===== src/hw/mini_mcu_pkg.sv =====
// Shared types for the mini MCU: OBI request and response structs,
// instruction word views, opcodes and memory map constants
package mini_mcu_pkg;

    typedef struct packed {
        logic        req;
        logic        we;
        logic [3:0]  be;
        logic [31:0] addr;
        logic [31:0] wdata;
    } obi_req_t;

    typedef struct packed {
        logic        gnt;
        logic        rvalid;
        logic [31:0] rdata;
    } obi_resp_t;

    // Opcode sits in bits [31:28] of every instruction
    typedef enum logic [3:0] {
        OP_ADD  = 4'h0,
        OP_SUB  = 4'h1,
        OP_AND  = 4'h2,
        OP_OR   = 4'h3,
        OP_XOR  = 4'h4,
        OP_ADDI = 4'h5,
        OP_LUI  = 4'h6,
        OP_LW   = 4'h7,
        OP_SW   = 4'h8,
        OP_BEQ  = 4'h9,
        OP_JAL  = 4'hA,
        OP_MRET = 4'hB,
        OP_WFI  = 4'hC
    } opcode_e;

    typedef struct packed {
        opcode_e     opcode;
        logic [3:0]  rd;
        logic [3:0]  rs1;
        logic [3:0]  rs2;
        logic [15:0] unused;
    } reg_fmt_t;

    // SW and BEQ read the register named in rd
    typedef struct packed {
        opcode_e     opcode;
        logic [3:0]  rd;
        logic [3:0]  rs1;
        logic [19:0] imm;
    } imm_fmt_t;

    typedef union packed {
        reg_fmt_t reg_fmt;
        imm_fmt_t imm_fmt;
    } instr_u;

    localparam logic [31:0] BOOT_ADDR     = 32'h0000_0000;
    localparam logic [31:0] IRQ_VECTOR    = 32'h0000_0040;
    localparam int          RAM_WORDS     = 256;
    localparam logic [31:0] SOC_CTRL_ADDR = 32'h1000_0000;
    localparam int          NUM_IRQ       = 16;

endpackage

===== src/hw/data_bus_demux.sv =====
// Data bus demultiplexer between the RAM and the control block
module data_bus_demux (
    input  logic                    clk_i,
    input  logic                    rst_n_i,
    input  mini_mcu_pkg::obi_req_t  core_req_i,
    output mini_mcu_pkg::obi_resp_t core_resp_o,
    output mini_mcu_pkg::obi_req_t  ram_req_o,
    input  mini_mcu_pkg::obi_resp_t ram_resp_i,
    output mini_mcu_pkg::obi_req_t  ctrl_req_o,
    input  mini_mcu_pkg::obi_resp_t ctrl_resp_i
);
    import mini_mcu_pkg::*;

    logic sel_ctrl;
    logic sel_ctrl_q;

    // Top nibble picks the target
    assign sel_ctrl = core_req_i.addr[31:28] == SOC_CTRL_ADDR[31:28];

    always_comb begin
        ram_req_o      = core_req_i;
        ram_req_o.req  = core_req_i.req && !sel_ctrl;
        ctrl_req_o     = core_req_i;
        ctrl_req_o.req = core_req_i.req && sel_ctrl;
    end

    // Target of the granted request, for routing rvalid back
    always_ff @(posedge clk_i) begin
        if (!rst_n_i) begin
            sel_ctrl_q <= 1'b0;
        end else if (core_req_i.req && core_resp_o.gnt) begin
            sel_ctrl_q <= sel_ctrl;
        end
    end

    always_comb begin
        core_resp_o.gnt    = sel_ctrl ? ctrl_resp_i.gnt : ram_resp_i.gnt;
        core_resp_o.rvalid = sel_ctrl_q ? ctrl_resp_i.rvalid : ram_resp_i.rvalid;
        core_resp_o.rdata  = sel_ctrl_q ? ctrl_resp_i.rdata : ram_resp_i.rdata;
    end

endmodule


===== config.mk =====
export PLATFORM = sky130hd
export DESIGN_NAME = data_bus_demux
export DESIGN_NICKNAME = d
export VERILOG_FILES = /design/src/hw/mini_mcu_pkg.sv /design/src/hw/data_bus_demux.sv
export SDC_FILE = /design/constraint.sdc
export NUM_CORES = 1
export LEC_CHECK = 0
export ABC_AREA = 0
export BUFFER_PORTS_ARGS = -buffer_cell sky130_fd_sc_hd__buf_2
export CORE_AREA = 3 3 122 124
export DETAILED_ROUTE_END_ITERATION = 7
export DIE_AREA = 0 0 125 127
export SYNTH_ARGS = -nofsm -noshare
export SYNTH_HDL_FRONTEND = slang
export SYNTH_SLANG_ARGS = --single-unit

===== constraint.sdc =====
create_clock -name clk_i -period 2.85 [get_ports clk_i]
set_input_delay 0.285 -clock clk_i [delete_from_list [all_inputs] [get_ports clk_i]]
set_output_delay 0.285 -clock clk_i [all_outputs]
set_load 0.02 [all_outputs]

==> flow_summary.toml <==
[power]
power_mw = 0.182
leakage_nw = 0.628
power_density_mw_per_mm2 = 141
ir_worst_vdd_mv = 0.0232

[layout]
multi_input_area_sq_um = 445
nFillCells = 1598
diodes = 0
drive_above_1_share_pct = 95.0
layout_commonest_cell = "buf_2"
largest_reg_flops = 1
mostFrequentLayoutCells = "buf_2 (118), mux2_2 (33)"
seq_area_sq_um = 20.0
top_regs = "sel_ctrl_q: 1 flops"
nets = 303
top_register = "sel_ctrl_q"
area_growth_pct = -16.5

[critical_path]
r2r_setup_slack_ns = 1.75
r2r_start = "sel_ctrl_q$_SDFFE_PN0P_"
crit_top_cell = "buf_2"
cp_slowest_cell = "mux2_1"
crit_family = "multiplexers"
worstPathMaxFanout = 4
cp-end-kind = "output pin"
start_kind = "input port"
critical_path.cell_chain = "buf_2, nor4b_4, mux2_1, buf_2"
critPathKind = "input port to output pin"
slowest_delay_ns = 0.35
critPathBufInv = 2
ff2ff_path_depth = 4
r2r-end = "sel_ctrl_q$_SDFFE_PN0P_"
crit_arrival_ns = 1.26
cp_data_required_time_ns = 2.57

[logic_synthesis]
syn_area_sq_mm = 0.00154
syn_nets = 324
yosys_warnings = 0
ys_ff_latch = 1
avgSynthCellArea_sq_um = 8.38
synth_seq_area_share_pct = 1.30
synth_cell_types = 12
synthCells = 184

[clocking]
postCtsSetupBuffers = 0
clkLatencyLatePin_ns = 0
cts_hold_buf = 0
cts.clk_slew.worst_paths_ns = 0
cts-resized-gates = 0

[timing]
grt_setup_unrepaired = "false"
drv_slew = 0
period_needed_ns = 1.55
finalHoldViolations = 0
finalClockSkew_ns = 0
slew_headroom_pct = 71.7
fmax_mhz = 646
setup_viol_count_final = 0
setup_tns_ns = 0
fin_crit_sh_pct = 54.4
tightest_slew_ns = 0.425

[grt]
grt_antenna_before_repair = 0
grt_max_degree = 36
track_usage_pct = 4.60
gr-total-overflow = 0
grt_pass1_wl_mm = 5.89
grt_pass1_vias = 984

[route]
wl_per_cell_um = 12.9
vias_per_cell = 2.79
drtPass1Iterations = 2
antenna_left = 0
vias = 953
route.detailed.drc = 0
wl_mm = 4.38
drt-initial-drc-count = 17

[floorplan]
core_sq_mm = 0.0139
die_w_um = 125
initial_core_util_pct = 11.1
fp-row-count = 43
die_area_sq_mm = 0.0159
die-height_um = 127
io_pins = 314

[min_path]
min-delay-start = "rst_n_i"
hold_end = "sel_ctrl_q$_SDFFE_PN0P_"
hold_class = "input port to register"
min_path_cells = 2

[placement]
dp_hpwl_mm = 3.98
place_congestion = 0.649
portBuffers = 118

[run]
drv_cap = 0

[outcome]
status = "finished clean"
cell usage after synthesis, drive strengths merged:
cell   count  area (sq um)
buf      142          1080
mux2      34           383
a21o       1          7.51
a22oi      1          7.51
and2       1          6.26
and2b      1          7.51
dfxtp      1          20.0
nand2      1          3.75
nor2b      1          6.26
nor4b      1          23.8
per-stage QoR:
step           utilization, %  cell area [sq um]  worst slack [ns]  cells  hold slack [ns]
2_1_floorplan               -               1540              1.54    184            0.413
3_3_place_gp             9.28               1290              1.31    341            0.506
3_5_place_dp             9.28               1290              1.31    341            0.517
4_1_cts                  9.28               1290              1.30    341            0.517
5_1_grt                  9.28               1290              1.22    341            0.535
6_report                 9.28               1290              1.30    341            0.510
layout make-up:
class / count / area share (%)
Timing Repair Buffer: 119 / 46.4
Multi-Input combinational cell: 41 / 34.6
Tap cell: 180 / 17.5
Sequential cell: 1 / 1.55
metal layers:
layer / vias to the layer above / GRT usage, % / part of all wire, %
met4: 0 / 3.95 / 8.8
met5: - / 0 / 0
met2: 110 / 7.75 / 46
met1: 381 / 4.49 / 30
li1: 405 / - / -
met3: 57 / 1.67 / 15
how the worst max path moves through the flow:
stage | to | slack, ns | cells past startpoint | from
after detailed placement | core_resp_o[33] | 1.31 | 4 | core_req_i[61]
after global routing | core_resp_o[33] | 1.22 | 4 | core_req_i[61]
after CTS | core_resp_o[33] | 1.30 | 4 | core_req_i[61]
final | core_resp_o[33] | 1.30 | 4 | core_req_i[61]
after floorplan | core_resp_o[33] | 1.54 | 2 | core_req_i[61]
after global placement | core_resp_o[33] | 1.31 | 4 | core_req_i[61]
cells by family (layout without fill, tap and decap cells):
| kind of cell | after synthesis | in the layout | synth area share, % |
|---|---|---|---|
| compound gates | 2 | 2 | 0.974 |
| buf+inv | 142 | 119 | 69.8 |
| mux | 34 | 34 | 24.8 |
| flops | 1 | 1 | 1.30 |
| simple gates | 5 | 5 | 3.08 |
where the power goes:
group	leakage [nW]	internal [mW]	switching, mW
clock	0	0	0
combinational	0.620	0.0819	0.0856
sequential	0.00807	0.0144	0.0000314
Note: power is estimated with default switching activity, not from simulation.
