`src/hw/mini_mcu_pkg.sv`:
```
// Shared types for the mini MCU: OBI request and response structs,
// instruction word views, opcodes and memory map constants
package mini_mcu_pkg;

    typedef struct packed {
        logic        req;
        logic        we;
        logic [3:0]  be;
        logic [31:0] addr;
        logic [31:0] wdata;
    } obi_req_t;

    typedef struct packed {
        logic        gnt;
        logic        rvalid;
        logic [31:0] rdata;
    } obi_resp_t;

    // Opcode sits in bits [31:28] of every instruction
    typedef enum logic [3:0] {
        OP_ADD  = 4'h0,
        OP_SUB  = 4'h1,
        OP_AND  = 4'h2,
        OP_OR   = 4'h3,
        OP_XOR  = 4'h4,
        OP_ADDI = 4'h5,
        OP_LUI  = 4'h6,
        OP_LW   = 4'h7,
        OP_SW   = 4'h8,
        OP_BEQ  = 4'h9,
        OP_JAL  = 4'hA,
        OP_MRET = 4'hB,
        OP_WFI  = 4'hC
    } opcode_e;

    typedef struct packed {
        opcode_e     opcode;
        logic [3:0]  rd;
        logic [3:0]  rs1;
        logic [3:0]  rs2;
        logic [15:0] unused;
    } reg_fmt_t;

    // SW and BEQ read the register named in rd
    typedef struct packed {
        opcode_e     opcode;
        logic [3:0]  rd;
        logic [3:0]  rs1;
        logic [19:0] imm;
    } imm_fmt_t;

    typedef union packed {
        reg_fmt_t reg_fmt;
        imm_fmt_t imm_fmt;
    } instr_u;

    localparam logic [31:0] BOOT_ADDR     = 32'h0000_0000;
    localparam logic [31:0] IRQ_VECTOR    = 32'h0000_0040;
    localparam int          RAM_WORDS     = 256;
    localparam logic [31:0] SOC_CTRL_ADDR = 32'h1000_0000;
    localparam int          NUM_IRQ       = 16;

endpackage
```
`src/hw/soc_ctrl.sv`:
```
// Control block with a single exit register and sticky exit flag
module soc_ctrl (
    input  logic                    clk_i,
    input  logic                    rst_n_i,
    input  mini_mcu_pkg::obi_req_t  req_i,
    output mini_mcu_pkg::obi_resp_t resp_o,
    output logic                    exit_valid_o,
    output logic [31:0]             exit_value_o
);

    logic        exit_valid_q;
    logic [31:0] exit_value_q;
    logic        rvalid_q;

    always_ff @(posedge clk_i) begin
        if (!rst_n_i) begin
            exit_valid_q <= 1'b0;
            exit_value_q <= '0;
            rvalid_q     <= 1'b0;
        end else begin
            rvalid_q <= req_i.req;
            if (req_i.req && req_i.we) begin
                exit_value_q <= req_i.wdata;
                // Stays set until reset
                exit_valid_q <= 1'b1;
            end
        end
    end

    assign resp_o.gnt    = req_i.req;
    assign resp_o.rvalid = rvalid_q;
    assign resp_o.rdata  = exit_value_q;

    assign exit_valid_o = exit_valid_q;
    assign exit_value_o = exit_value_q;

endmodule

```
`config.mk`:
```
export PLATFORM = sky130hd
export DESIGN_NAME = soc_ctrl
export DESIGN_NICKNAME = d
export VERILOG_FILES = /design/src/hw/mini_mcu_pkg.sv /design/src/hw/soc_ctrl.sv
export SDC_FILE = /design/constraint.sdc
export NUM_CORES = 1
export LEC_CHECK = 0
export ABC_AREA = 1
export BUFFER_PORTS_ARGS = -buffer_cell sky130_fd_sc_hd__buf_2
export CORE_MARGIN = 2
export CORE_UTILIZATION = 35
export CTS_CLUSTER_DIAMETER = 200
export DETAILED_ROUTE_END_ITERATION = 12
export PLACE_DENSITY = 0.73
export SETUP_SLACK_MARGIN = 0.5
export SLEW_MARGIN = 5
export SYNTH_ARGS = -nofsm -noshare
export SYNTH_HDL_FRONTEND = slang
export SYNTH_SLANG_ARGS = --single-unit
```
`constraint.sdc`:
```
create_clock -name clk_i -period 0.9 [get_ports clk_i]
set_input_delay 0.18 -clock clk_i [delete_from_list [all_inputs] [get_ports clk_i]]
set_output_delay 0.18 -clock clk_i [all_outputs]
set_load 0.02 [all_outputs]
```
==> impl_results.md <==
* Design Area, Final at 2730 um2
* Initial antenna violation count at 0
* Post-synth top area share at 41.5%
* Sequential cell area fraction in the yosys report at 41.5%
* Final hold slack at 106 ps
* Multi-input combinational cell area at 568 um2
* HP Start: req_i[23]
* Arrival @ worst endpoint at 770 ps
* Worst rel slew slack at 82.4%
* Post-route ant nets at 0
* Worst path cell trace: buf_6
* Die Area at 5250 um2
* Hold Path Depth at 3
* Pin count of the biggest net entering global routing at 35
* Least-Margin Pin Slew at 264 ps
* Worst Hold Path EP: exit_value_o[23]$_SDFFE_PN0P_
* Clock root buffer master: clkbuf_8
* Placed Area at 2030 um2
* Maxcap violations at 0
* Number of enable flip-flop cells after synthesis at 0
* GR Overflow Total at 0
* Syn nets at 316
* Detailed Place HPWL at 2250 um
* Crit path buf inv count at 1
* Cells after Synth at 244
* Drt pass-1 iters at 4
* DR vias at 1,532
* First-pass GRT wire length at 6420 um
* Gr usage total at 15.9%
* Max FO, Critical Path at 3
* Final Worst Setup Slack at -47.6 ps
* Die width at 72.5 um
* Vias per cell at 4.11
* Buffers on Ports at 102
* Fillcell total at 400
* Worst setup SP type: register
* RSZ-0062 raised after global routing: true
* Leakage at 1.43 nW
* Final worst-path cycle share at 105%
* Path depth of the worst reg2reg path at 6
* Commonest cells post-synth: 66 x nand2_1, 64 x nor2_1, 37 x buf_4
* Pwr per Cell Area at 1430 nW/um2
* Register bit total from synthesis at 34
* Later-pin clock latency in the skew report at 280 ps
* CTS tree: yes
* Cts hold-fix bufs at 0
* Fin cells at 373
* Crit path max-delay family: flip-flops
* Worst r2r dst: exit_value_o[31]$_SDFFE_PN0P_
* Worst Hold Class: in -> reg
* Register area at 806 um2
* Place WS at -100 ps
* Routed wire length at 4130 um
* Worst Path Required at 720 ps
* WL/cell at 11.1 um
* Status: finished with violations
* Ys async rst share at 0%
* Register-to-register setup slack at 50 ps
* Sink Count at 34
* Avg Inst Size Synth at 6.72 um2
* FF-to-FF Start: exit_value_o[31]$_SDFFE_PN0P_
* Post-synth top flop: dfxtp_1
* Drt drc at 0
* Worst path slowest cell: dfxtp_4
* Cell Area, Synth at 1640 um2
* Io pins at 139
* Yosys top cell by area: dfxtp_1
* Slew Viols, Final at 0
* Placer Congestion at 0.664
* Cell variety after synth at 8
* Post-layout util at 61.4%
* CP max stage delay at 360 ps
* Failing checks: setup timing
* DP Cell Count at 354
* Clock Skew at 0 ps
* Vias in the first global route at 1,448
* Core area at 4440 um2
* CTS buffer count at 5
* Synth area leaders: dfxtp_1 41%, buf_4 17%, nand2_1 15%, nor2_1 15%, inv_1 7.8%
* Final Setup Violations at 65
* Warnings, synthesis at 0
* Die Span Y at 72.5 um
* Share of cells above drive strength 1 at 60.1%
* H-tree level count at 2
* VDD IR max at 721 uV
* CTS Buffer Depth at 2
* Nets@finish at 392
* Initial drt markers at 60
* CP Capture Type: primary output
* Fin crit period at 948 ps
* Setup CP Type: reg -> out
* Starting Density at 36.9%
* Antenna diode count at 0
* Rows at 24
* Worst Setup SP: exit_value_o[23]$_SDFFE_PN0P_
* Synthesis-to-finish area growth at 66.4%
* Hold Violations, Final at 0
* Clock Pin Slew Worst Setup and Hold Paths at 70 ps
* Fmax at 1060 MHz
* Most frequent cell after synthesis: nand2_1
worst max-delay path by stage:
stage,cells after the start,end,slack [ps]
2_1_floorplan,6,exit_value_o[10]$_SDFFE_PN0P_,190
3_3_place_gp,2,exit_valid_o$_SDFFE_PN0P_,-100
3_5_place_dp,3,exit_value_o[3]$_SDFFE_PN0P_,-100
4_1_cts,1,resp_o[14],-60
5_1_grt,1,resp_o[21],-80
6_report,1,exit_value_o[23],-50
per-layer routing:
| metal | routed length (um) | up-vias | part of all wire (%) | track usage (%) |
|---|---|---|---|---|
| met5 | 0 | - | 0 | 0 |
| met3 | 289 | 4 | 7.0 | 5.28 |
| met2 | 2150 | 61 | 52 | 29.1 |
| met4 | 37 | 0 | 0.90 | 4.94 |
| li1 | - | 813 | - | - |
| met1 | 1650 | 654 | 40 | 17.3 |
flip-flops by register name, summed over array words and instances, names as in the netlist:
| signal | cells |
|---|---|
| exit_valid_o | 1 |
| exit_value_o | 32 |
| rvalid_q | 1 |
placed cells by master (no fill, tap or decap), drive strengths merged:
master	synthesis	routed
a21boi	1	1
buf	45	112
clkbuf	0	7
dfxtp	34	34
nand2	66	67
clkinv	0	2
nor2	64	64
inv	34	34
through the flow:
stage | TNS [ps] | power [mW]
2_1_floorplan | 0 | 2.42
3_3_place_gp | -2520 | 2.46
3_5_place_dp | -2390 | 2.47
4_1_cts | -3420 | 3.88
5_1_grt | -4450 | 4.14
6_report | -2540 | 3.91
cells by family after synthesis:
kind of cell,count (synthesis),share of synthesized area [%]
AND/OR/NAND/NOR,130,29.7
buffers and inverters,79,28.3
AO/OA/AOI/OAI,1,0.458
flip-flops,34,41.5
what timing repair did:
item / in CTS / in global routing
setup buffers: 3 / 7
endpoints found under the setup margin: 101 / 100
cloned: 1 / 0
endpoints found under the hold margin: 0 / 0
pin swaps: 3 / 9
gates resized for setup: 156 / 31
power by group:
| group | switching (mW) | leakage (nW) | internal (mW) |
|---|---|---|---|
| registers | 0.124 | 0.303 | 1.58 |
| logic | 0.561 | 1.08 | 0.585 |
| clock network | 0.520 | 0.0426 | 0.531 |
layout make-up:
cell class,count,area share (%)
clock buffer,6,2.66
clock inverter,2,0.321
inverter,34,4.67
multi-input combinational,132,20.8
sequential,34,29.5
tap,52,2.38
timing repair buffer,113,39.6
(Power assumes the default switching activity.)
