[src/hw/mini_mcu_pkg.sv]
// Shared types for the mini MCU: OBI request and response structs,
// instruction word views, opcodes and memory map constants
package mini_mcu_pkg;

    typedef struct packed {
        logic        req;
        logic        we;
        logic [3:0]  be;
        logic [31:0] addr;
        logic [31:0] wdata;
    } obi_req_t;

    typedef struct packed {
        logic        gnt;
        logic        rvalid;
        logic [31:0] rdata;
    } obi_resp_t;

    // Opcode sits in bits [31:28] of every instruction
    typedef enum logic [3:0] {
        OP_ADD  = 4'h0,
        OP_SUB  = 4'h1,
        OP_AND  = 4'h2,
        OP_OR   = 4'h3,
        OP_XOR  = 4'h4,
        OP_ADDI = 4'h5,
        OP_LUI  = 4'h6,
        OP_LW   = 4'h7,
        OP_SW   = 4'h8,
        OP_BEQ  = 4'h9,
        OP_JAL  = 4'hA,
        OP_MRET = 4'hB,
        OP_WFI  = 4'hC
    } opcode_e;

    typedef struct packed {
        opcode_e     opcode;
        logic [3:0]  rd;
        logic [3:0]  rs1;
        logic [3:0]  rs2;
        logic [15:0] unused;
    } reg_fmt_t;

    // SW and BEQ read the register named in rd
    typedef struct packed {
        opcode_e     opcode;
        logic [3:0]  rd;
        logic [3:0]  rs1;
        logic [19:0] imm;
    } imm_fmt_t;

    typedef union packed {
        reg_fmt_t reg_fmt;
        imm_fmt_t imm_fmt;
    } instr_u;

    localparam logic [31:0] BOOT_ADDR     = 32'h0000_0000;
    localparam logic [31:0] IRQ_VECTOR    = 32'h0000_0040;
    localparam int          RAM_WORDS     = 256;
    localparam logic [31:0] SOC_CTRL_ADDR = 32'h1000_0000;
    localparam int          NUM_IRQ       = 16;

endpackage
[src/hw/cpu_subsystem.sv]
// CPU subsystem: core plus register file, read-only instruction port
module cpu_subsystem (
    input  logic                                clk_i,
    input  logic                                rst_n_i,
    // Instruction memory interface
    output mini_mcu_pkg::obi_req_t              core_instr_req_o,
    input  mini_mcu_pkg::obi_resp_t             core_instr_resp_i,
    // Data memory interface
    output mini_mcu_pkg::obi_req_t              core_data_req_o,
    input  mini_mcu_pkg::obi_resp_t             core_data_resp_i,
    // Interrupts and sleep
    input  logic [mini_mcu_pkg::NUM_IRQ-1:0]    irq_i,
    output logic                                irq_ack_o,
    output logic [3:0]                          irq_id_o,
    output logic                                core_sleep_o
);
    import mini_mcu_pkg::*;

    obi_req_t    instr_req;
    logic [3:0]  rf_raddr_a;
    logic [3:0]  rf_raddr_b;
    logic [3:0]  rf_waddr;
    logic [31:0] rf_rdata_a;
    logic [31:0] rf_rdata_b;
    logic [31:0] rf_wdata;
    logic        rf_we;

    // Fetch never writes
    always_comb begin
        core_instr_req_o.req   = instr_req.req;
        core_instr_req_o.addr  = instr_req.addr;
        core_instr_req_o.we    = 1'b0;
        core_instr_req_o.be    = 4'b1111;
        core_instr_req_o.wdata = '0;
    end

    mini_core i_mini_core (
        .clk_i        (clk_i),
        .rst_n_i      (rst_n_i),
        .instr_req_o  (instr_req),
        .instr_resp_i (core_instr_resp_i),
        .data_req_o   (core_data_req_o),
        .data_resp_i  (core_data_resp_i),
        .irq_i        (irq_i),
        .irq_ack_o    (irq_ack_o),
        .irq_id_o     (irq_id_o),
        .core_sleep_o (core_sleep_o),
        .rf_raddr_a_o (rf_raddr_a),
        .rf_raddr_b_o (rf_raddr_b),
        .rf_waddr_o   (rf_waddr),
        .rf_wdata_o   (rf_wdata),
        .rf_we_o      (rf_we),
        .rf_rdata_a_i (rf_rdata_a),
        .rf_rdata_b_i (rf_rdata_b)
    );

    register_file i_register_file (
        .clk_i     (clk_i),
        .rst_n_i   (rst_n_i),
        .raddr_a_i (rf_raddr_a),
        .raddr_b_i (rf_raddr_b),
        .waddr_i   (rf_waddr),
        .wdata_i   (rf_wdata),
        .we_i      (rf_we),
        .rdata_a_o (rf_rdata_a),
        .rdata_b_o (rf_rdata_b)
    );

endmodule

[src/hw/mini_core.sv]
// Multi-cycle core: fetch, execute and load/store FSM,
// interrupt entry with MRET return, WFI sleep
module mini_core (
    input  logic                                clk_i,
    input  logic                                rst_n_i,
    output mini_mcu_pkg::obi_req_t              instr_req_o,
    input  mini_mcu_pkg::obi_resp_t             instr_resp_i,
    output mini_mcu_pkg::obi_req_t              data_req_o,
    input  mini_mcu_pkg::obi_resp_t             data_resp_i,
    input  logic [mini_mcu_pkg::NUM_IRQ-1:0]    irq_i,
    output logic                                irq_ack_o,
    output logic [3:0]                          irq_id_o,
    output logic                                core_sleep_o,
    output logic [3:0]                          rf_raddr_a_o,
    output logic [3:0]                          rf_raddr_b_o,
    output logic [3:0]                          rf_waddr_o,
    output logic [31:0]                         rf_wdata_o,
    output logic                                rf_we_o,
    input  logic [31:0]                         rf_rdata_a_i,
    input  logic [31:0]                         rf_rdata_b_i
);
    import mini_mcu_pkg::*;

    typedef enum logic [2:0] {
        S_FETCH,
        S_WAIT,
        S_EXEC,
        S_MEM,
        S_MEM_WAIT,
        S_SLEEP
    } state_e;

    state_e      state_q;
    logic [31:0] pc_q;
    logic [31:0] epc_q;
    logic        irq_en_q;
    logic        fetch_held_q;
    instr_u      instr_q;
    obi_req_t    data_req_q;

    opcode_e     opcode;
    logic [31:0] imm_ext;
    logic [31:0] pc_plus4;
    logic [31:0] br_target;
    logic [31:0] pc_next;
    logic [31:0] alu_res;
    logic        writes_rd;
    logic        irq_any;
    logic        irq_take;
    logic [3:0]  irq_id;

    assign opcode    = instr_q.imm_fmt.opcode;
    assign imm_ext   = {{12{instr_q.imm_fmt.imm[19]}}, instr_q.imm_fmt.imm};
    assign pc_plus4  = pc_q + 32'd4;
    // Branch and jump offsets count words
    assign br_target = pc_q + (imm_ext << 2);

    // Lowest set line wins
    always_comb begin
        irq_id = 4'd0;
        for (int i = NUM_IRQ - 1; i >= 0; i--) begin
            if (irq_i[i]) begin
                irq_id = 4'(i);
            end
        end
    end

    assign irq_any  = |irq_i;
    // No entry once a fetch request is already on the bus
    assign irq_take = (state_q == S_FETCH) && !fetch_held_q && irq_en_q && irq_any;

    assign irq_ack_o    = irq_take;
    assign irq_id_o     = irq_id;
    assign core_sleep_o = (state_q == S_SLEEP) && !irq_any;

    always_comb begin
        instr_req_o      = '0;
        instr_req_o.req  = (state_q == S_FETCH) && !irq_take;
        instr_req_o.addr = pc_q;
    end

    assign data_req_o = data_req_q;

    // Register fields read through both instruction views
    assign rf_raddr_a_o = instr_q.reg_fmt.rs1;
    assign rf_raddr_b_o = (opcode == OP_SW || opcode == OP_BEQ) ? instr_q.imm_fmt.rd
                                                                : instr_q.reg_fmt.rs2;
    assign rf_waddr_o   = instr_q.imm_fmt.rd;

    always_comb begin
        alu_res   = '0;
        pc_next   = pc_plus4;
        writes_rd = 1'b1;
        case (opcode)
            OP_ADD:  alu_res = rf_rdata_a_i + rf_rdata_b_i;
            OP_SUB:  alu_res = rf_rdata_a_i - rf_rdata_b_i;
            OP_AND:  alu_res = rf_rdata_a_i & rf_rdata_b_i;
            OP_OR:   alu_res = rf_rdata_a_i | rf_rdata_b_i;
            OP_XOR:  alu_res = rf_rdata_a_i ^ rf_rdata_b_i;
            OP_ADDI: alu_res = rf_rdata_a_i + imm_ext;
            OP_LUI:  alu_res = {instr_q.imm_fmt.imm, 12'h000};
            OP_JAL: begin
                alu_res = pc_plus4;
                pc_next = br_target;
            end
            OP_BEQ: begin
                writes_rd = 1'b0;
                if (rf_rdata_a_i == rf_rdata_b_i) begin
                    pc_next = br_target;
                end
            end
            OP_MRET: begin
                writes_rd = 1'b0;
                pc_next   = epc_q;
            end
            default: writes_rd = 1'b0;
        endcase
    end

    // Load data returns in the rvalid cycle
    assign rf_we_o    = ((state_q == S_EXEC) && writes_rd) ||
                        ((state_q == S_MEM_WAIT) && data_resp_i.rvalid && (opcode == OP_LW));
    assign rf_wdata_o = (state_q == S_MEM_WAIT) ? data_resp_i.rdata : alu_res;

    always_ff @(posedge clk_i) begin
        if (!rst_n_i) begin
            state_q        <= S_FETCH;
            pc_q           <= BOOT_ADDR;
            epc_q          <= BOOT_ADDR;
            irq_en_q       <= 1'b1;
            fetch_held_q   <= 1'b0;
            data_req_q.req <= 1'b0;
        end else begin
            fetch_held_q <= instr_req_o.req && !instr_resp_i.gnt;
            case (state_q)
                S_FETCH: begin
                    if (irq_take) begin
                        epc_q    <= pc_q;
                        pc_q     <= IRQ_VECTOR;
                        irq_en_q <= 1'b0;
                    end else if (instr_resp_i.gnt) begin
                        state_q <= S_WAIT;
                    end
                end
                S_WAIT: begin
                    if (instr_resp_i.rvalid) begin
                        instr_q <= instr_resp_i.rdata;
                        state_q <= S_EXEC;
                    end
                end
                S_EXEC: begin
                    pc_q    <= pc_next;
                    state_q <= S_FETCH;
                    case (opcode)
                        OP_LW, OP_SW: begin
                            data_req_q.req   <= 1'b1;
                            data_req_q.we    <= (opcode == OP_SW);
                            data_req_q.be    <= 4'b1111;
                            data_req_q.addr  <= rf_rdata_a_i + imm_ext;
                            data_req_q.wdata <= rf_rdata_b_i;
                            state_q          <= S_MEM;
                        end
                        OP_MRET: irq_en_q <= 1'b1;
                        OP_WFI:  state_q  <= S_SLEEP;
                        default: ;
                    endcase
                end
                S_MEM: begin
                    if (data_resp_i.gnt) begin
                        data_req_q.req <= 1'b0;
                        state_q        <= S_MEM_WAIT;
                    end
                end
                S_MEM_WAIT: begin
                    if (data_resp_i.rvalid) begin
                        state_q <= S_FETCH;
                    end
                end
                S_SLEEP: begin
                    if (irq_any) begin
                        state_q <= S_FETCH;
                    end
                end
                default: state_q <= S_FETCH;
            endcase
        end
    end

endmodule

[src/hw/register_file.sv]
// 16 x 32 register file, two async read ports and one sync write port
module register_file (
    input  logic        clk_i,
    input  logic        rst_n_i,
    input  logic [3:0]  raddr_a_i,
    input  logic [3:0]  raddr_b_i,
    input  logic [3:0]  waddr_i,
    input  logic [31:0] wdata_i,
    input  logic        we_i,
    output logic [31:0] rdata_a_o,
    output logic [31:0] rdata_b_o
);

    logic [31:0] regs_q [16];

    always_ff @(posedge clk_i) begin
        if (!rst_n_i) begin
            for (int i = 0; i < 16; i++) begin
                regs_q[i] <= '0;
            end
        end else if (we_i && (waddr_i != 4'd0)) begin
            regs_q[waddr_i] <= wdata_i;
        end
    end

    // Entry 0 is hardwired to zero
    assign rdata_a_o = (raddr_a_i == 4'd0) ? 32'd0 : regs_q[raddr_a_i];
    assign rdata_b_o = (raddr_b_i == 4'd0) ? 32'd0 : regs_q[raddr_b_i];

endmodule

[config.mk]
export PLATFORM = sky130hd
export DESIGN_NAME = cpu_subsystem
export DESIGN_NICKNAME = d
export VERILOG_FILES = /design/src/hw/mini_mcu_pkg.sv /design/src/hw/cpu_subsystem.sv /design/src/hw/mini_core.sv /design/src/hw/register_file.sv
export SDC_FILE = /design/constraint.sdc
export NUM_CORES = 2
export LEC_CHECK = 0
export CORE_MARGIN = 3
export CORE_UTILIZATION = 50
export CTS_BUF_LIST = sky130_fd_sc_hd__clkbuf_4
export DETAILED_ROUTE_END_ITERATION = 6
export DONT_BUFFER_PORTS = 1
export GPL_TIMING_DRIVEN = 0
export HOLD_SLACK_MARGIN = 0.06
export PLACE_DENSITY = 0.75
export SYNTH_ARGS = -nofsm -noshare
export SYNTH_HDL_FRONTEND = slang
export SYNTH_SLANG_ARGS = --single-unit
[constraint.sdc]
create_clock -name clk_i -period 17.05 [get_ports clk_i]
set_input_delay 0 -clock clk_i [delete_from_list [all_inputs] [get_ports clk_i]]
set_output_delay 0 -clock clk_i [all_outputs]
set_load 0.05 [all_outputs]
==> metrics.txt <==
status complete, but fails checks; failing checks DRC, capacitance limit; clk_lat worst skew 1.21 ns; hold endpoint i_mini_core.instr_q[26]; Crit. End Element flop; Rel. slew slack 0.7196%; Final nets 4,511; CP Data Arrival Time 10.72 ns; synth unique cells 90; Seq/Total Area, Yosys 46.90%; HP Start core_instr_resp_i[26]; highest metal used met5; YS warnings 0; Vias 36,830; count of final hold-check violations 0; met1 WL 57,270 microns; Crit path top cell by count clkbuf_1; number of max-cap violations 1; Max IR drop VDD 0.08221 mV; row cnt 105; CP max-delay cell nor4_4; Leak 17.63 nW; top-area cell type share of the netlist area 43.39%; IO Count 232; most frequent cells in the layout edfxtp_1, nor2_1, nand2_1; Pre-antenna DRT Iters 7; fin cells 5,468; slew of the pin with the lowest slew margin 1.478 ns; CTS Sinks 683; Logic pwr share 40.5%; Vias/cell 6.735; CP Max Fanout 10; Avg WL per Cell 30.99 microns; dominant cells by area after synthesis edfxtp_1, mux4_2, nor2_1; Root Buffer clkbuf_4; RSZ-0062 raised after global routing false; FFs w/ async S/R, synth 0%; WHS Path Cells 2; reg2reg path depth 24; Max Fclk 101.1 MHz; Cell Area, Synth 42,150 sq um; DIE AREA 87,820 sq um; DP Wirelength 128,800 microns; area grow syn2layout 13.72%; R2R Path End i_register_file.regs_q[10][31]; Pins Over Slew Limit 0; Core ar. 82,770 sq um; R2R Setup Slk 7.16 ns; die width 296.3 microns; EDFF count, synth 609; r2r startpoint i_mini_core.instr_q[30]; Final period util 57.99%; final hold slack 0.1171 ns; TritonCTS buffer count 177; crit-path cells inv_1, nand2_1, buf_2, nor2_1, mux2i_1, and2_1, clkbuf_1, clkbuf_1, clkbuf_1, a21oi_1, o21ai_0, nand2_1, ha_1, nor2b_1, o311a_1, o41ai_1, a211oi_1, o211ai_1, a211oi_1, a21oi_1, o31ai_1, nor4_4, buf_2, nor3_1; Longest Clk Path Bufs 3; Initial Utilization 50.93%; global-route wire length before repair 239,300 microns; Clock Skew 0.1594 ns; number of synthesized register bits 683; Top FF cell, synth edfxtp_1; Port Buf Inserts 0; total wire length 169,500 microns; CP Class reg -> reg; dpl cells 4,989; Net Sw Frac 41.96%; Net Switching 2.416 mW; Met2 Wirelength 74,410 microns; power per cell area 120.1 nW/um^2; Avg Inst Size Synth 10.98 sq um; critical path required time 17.88 ns; GRT Util Overall 38.16%; setup TNS 0 ns; Met3 Routed Length 24,530 microns; ANT nets after route 0; gr ovfl total 0; DRT iter0 DRCs 5,868; internal power 3.342 mW; DRC viols 3; final setup vio count 0; Die Y 296.3 microns; area leader, netlist edfxtp_1; layout cells sized above 1 15.65%; initial antenna violation count 13; H-tree depth 4; largest net degree at the start of global routing 42; Sequential Power Share 34.1%; commonest non-fill, non-tap cell in the layout edfxtp_1; Cells after Synth 3,838; GP Congestion 1.047; min Tclk post-route 9.887 ns; Post-CTS Setup Bufs 0; type of origin of the critical path flop; CP peak stage delay 0.70 ns; CTS tree yes; Hold Path Class in -> reg; clk slew on worst S/H paths 0.07 ns; vias in the first global route 35,120; power share of the clock group 25.4%
[final cells by class]
type / instances / area [sq um]
Fill cell: 6899 / 34830
Multi-Input combinational cell: 2790 / 20880
Sequential cell: 683 / 19770
Clock buffer: 250 / 1877
Timing Repair Buffer: 176 / 1823
Buffer: 329 / 1441
Tap cell: 1070 / 1339
Inverter: 107 / 401.6
Clock inverter: 47 / 360.3
Antenna cell: 16 / 40.04
[sequential cells by signal, indices dropped and copies added (netlist names), named ones only]
register / cells
i_mini_core.irq_en_q: 1
i_mini_core.state_q: 3
i_mini_core.instr_q: 32
i_mini_core.epc_q: 32
i_mini_core.fetch_held_q: 1
i_register_file.regs_q: 512
i_mini_core.data_req_o: 66
i_mini_core.pc_q: 32
[worst max-delay path, delay by kind of cell, from the launching register on]
kind / cells / cell delay, ns
and+or+nand+nor: 7 / 2.30
adders and majority gates: 1 / 0.56
muxes: 1 / 0.55
AOI/OAI and AO/OA: 9 / 3.31
DFF: 1 / 0.52
buffers and inverters: 6 / 2.30
[layer usage]
metal	GRT usage [%]	vias up
li1	-	15310
met1	46.69	17580
met2	57.94	3257
met3	12.83	681
met4	24.97	4
met5	0	-
[kinds of logic (layout without fill, tap and decap cells)]
kind of cell,count (synthesis),after routing,synth area share [%]
other,2,89,0.01782
buffers and inverters,436,909,4.364
AO/OA/AOI/OAI,837,837,13.19
XOR/XNOR,98,98,2.036
multiplexers,390,390,16.11
flip-flops,683,683,46.90
AND/OR/NAND/NOR,1231,1231,12.53
adder cells (fa/ha/maj),161,161,4.851
[cells in the mapped netlist, drive strengths merged (105+ instances only)]
cell type	number
nand2	319
ha	157
o21ai	174
clkbuf	224
nor2	587
buf	105
mux2i	108
edfxtp	609
inv	107
nor3	132
a21oi	264
mux4	225
[how the worst max path moves through the flow]
stage                            startpoint                             end  slack [ns]  cells after the start
finish              i_mini_core.instr_q[30]  i_register_file.regs_q[10][31]        7.16                     24
CTS                 i_mini_core.instr_q[30]            i_mini_core.pc_q[21]        7.64                     26
detailed placement  i_mini_core.instr_q[30]            i_mini_core.pc_q[21]        7.70                     26
floorplan           i_mini_core.instr_q[30]  i_register_file.regs_q[10][28]       10.97                     28
global route        i_mini_core.instr_q[30]            i_mini_core.pc_q[21]        6.99                     26
global placement    i_mini_core.instr_q[30]   i_register_file.regs_q[6][30]        7.53                     23
[power groups by stage]
stage,logic [mW],registers (mW),clock network (mW)
2_1_floorplan,1.37,1.97,0
3_3_place_gp,2.11,1.99,0
3_5_place_dp,2.12,1.99,0
4_1_cts,2.22,1.96,1.46
5_1_grt,2.42,1.96,1.56
6_report,2.33,1.96,1.46
[through the flow]
stage                     setup slack [ns]  instance area, sq um  util [%]  total power [mW]
after global routing                 6.991                 47920     57.90             5.941
after CTS                            7.640                 47860     57.83             5.636
after floorplan                      10.97                 42420         -             3.340
after global placement               7.531                 43750     52.86             4.099
final                                7.163                 47930     57.91             5.758
after detailed placement             7.704                 43970     53.13             4.109
[repair_timing]
item	CTS	global route
setup endpoints to repair	0	0
endpoints found under the hold margin	592	0
resized for setup	0	0
hold buffers	165	0
Power figures use the tool's default switching activity.
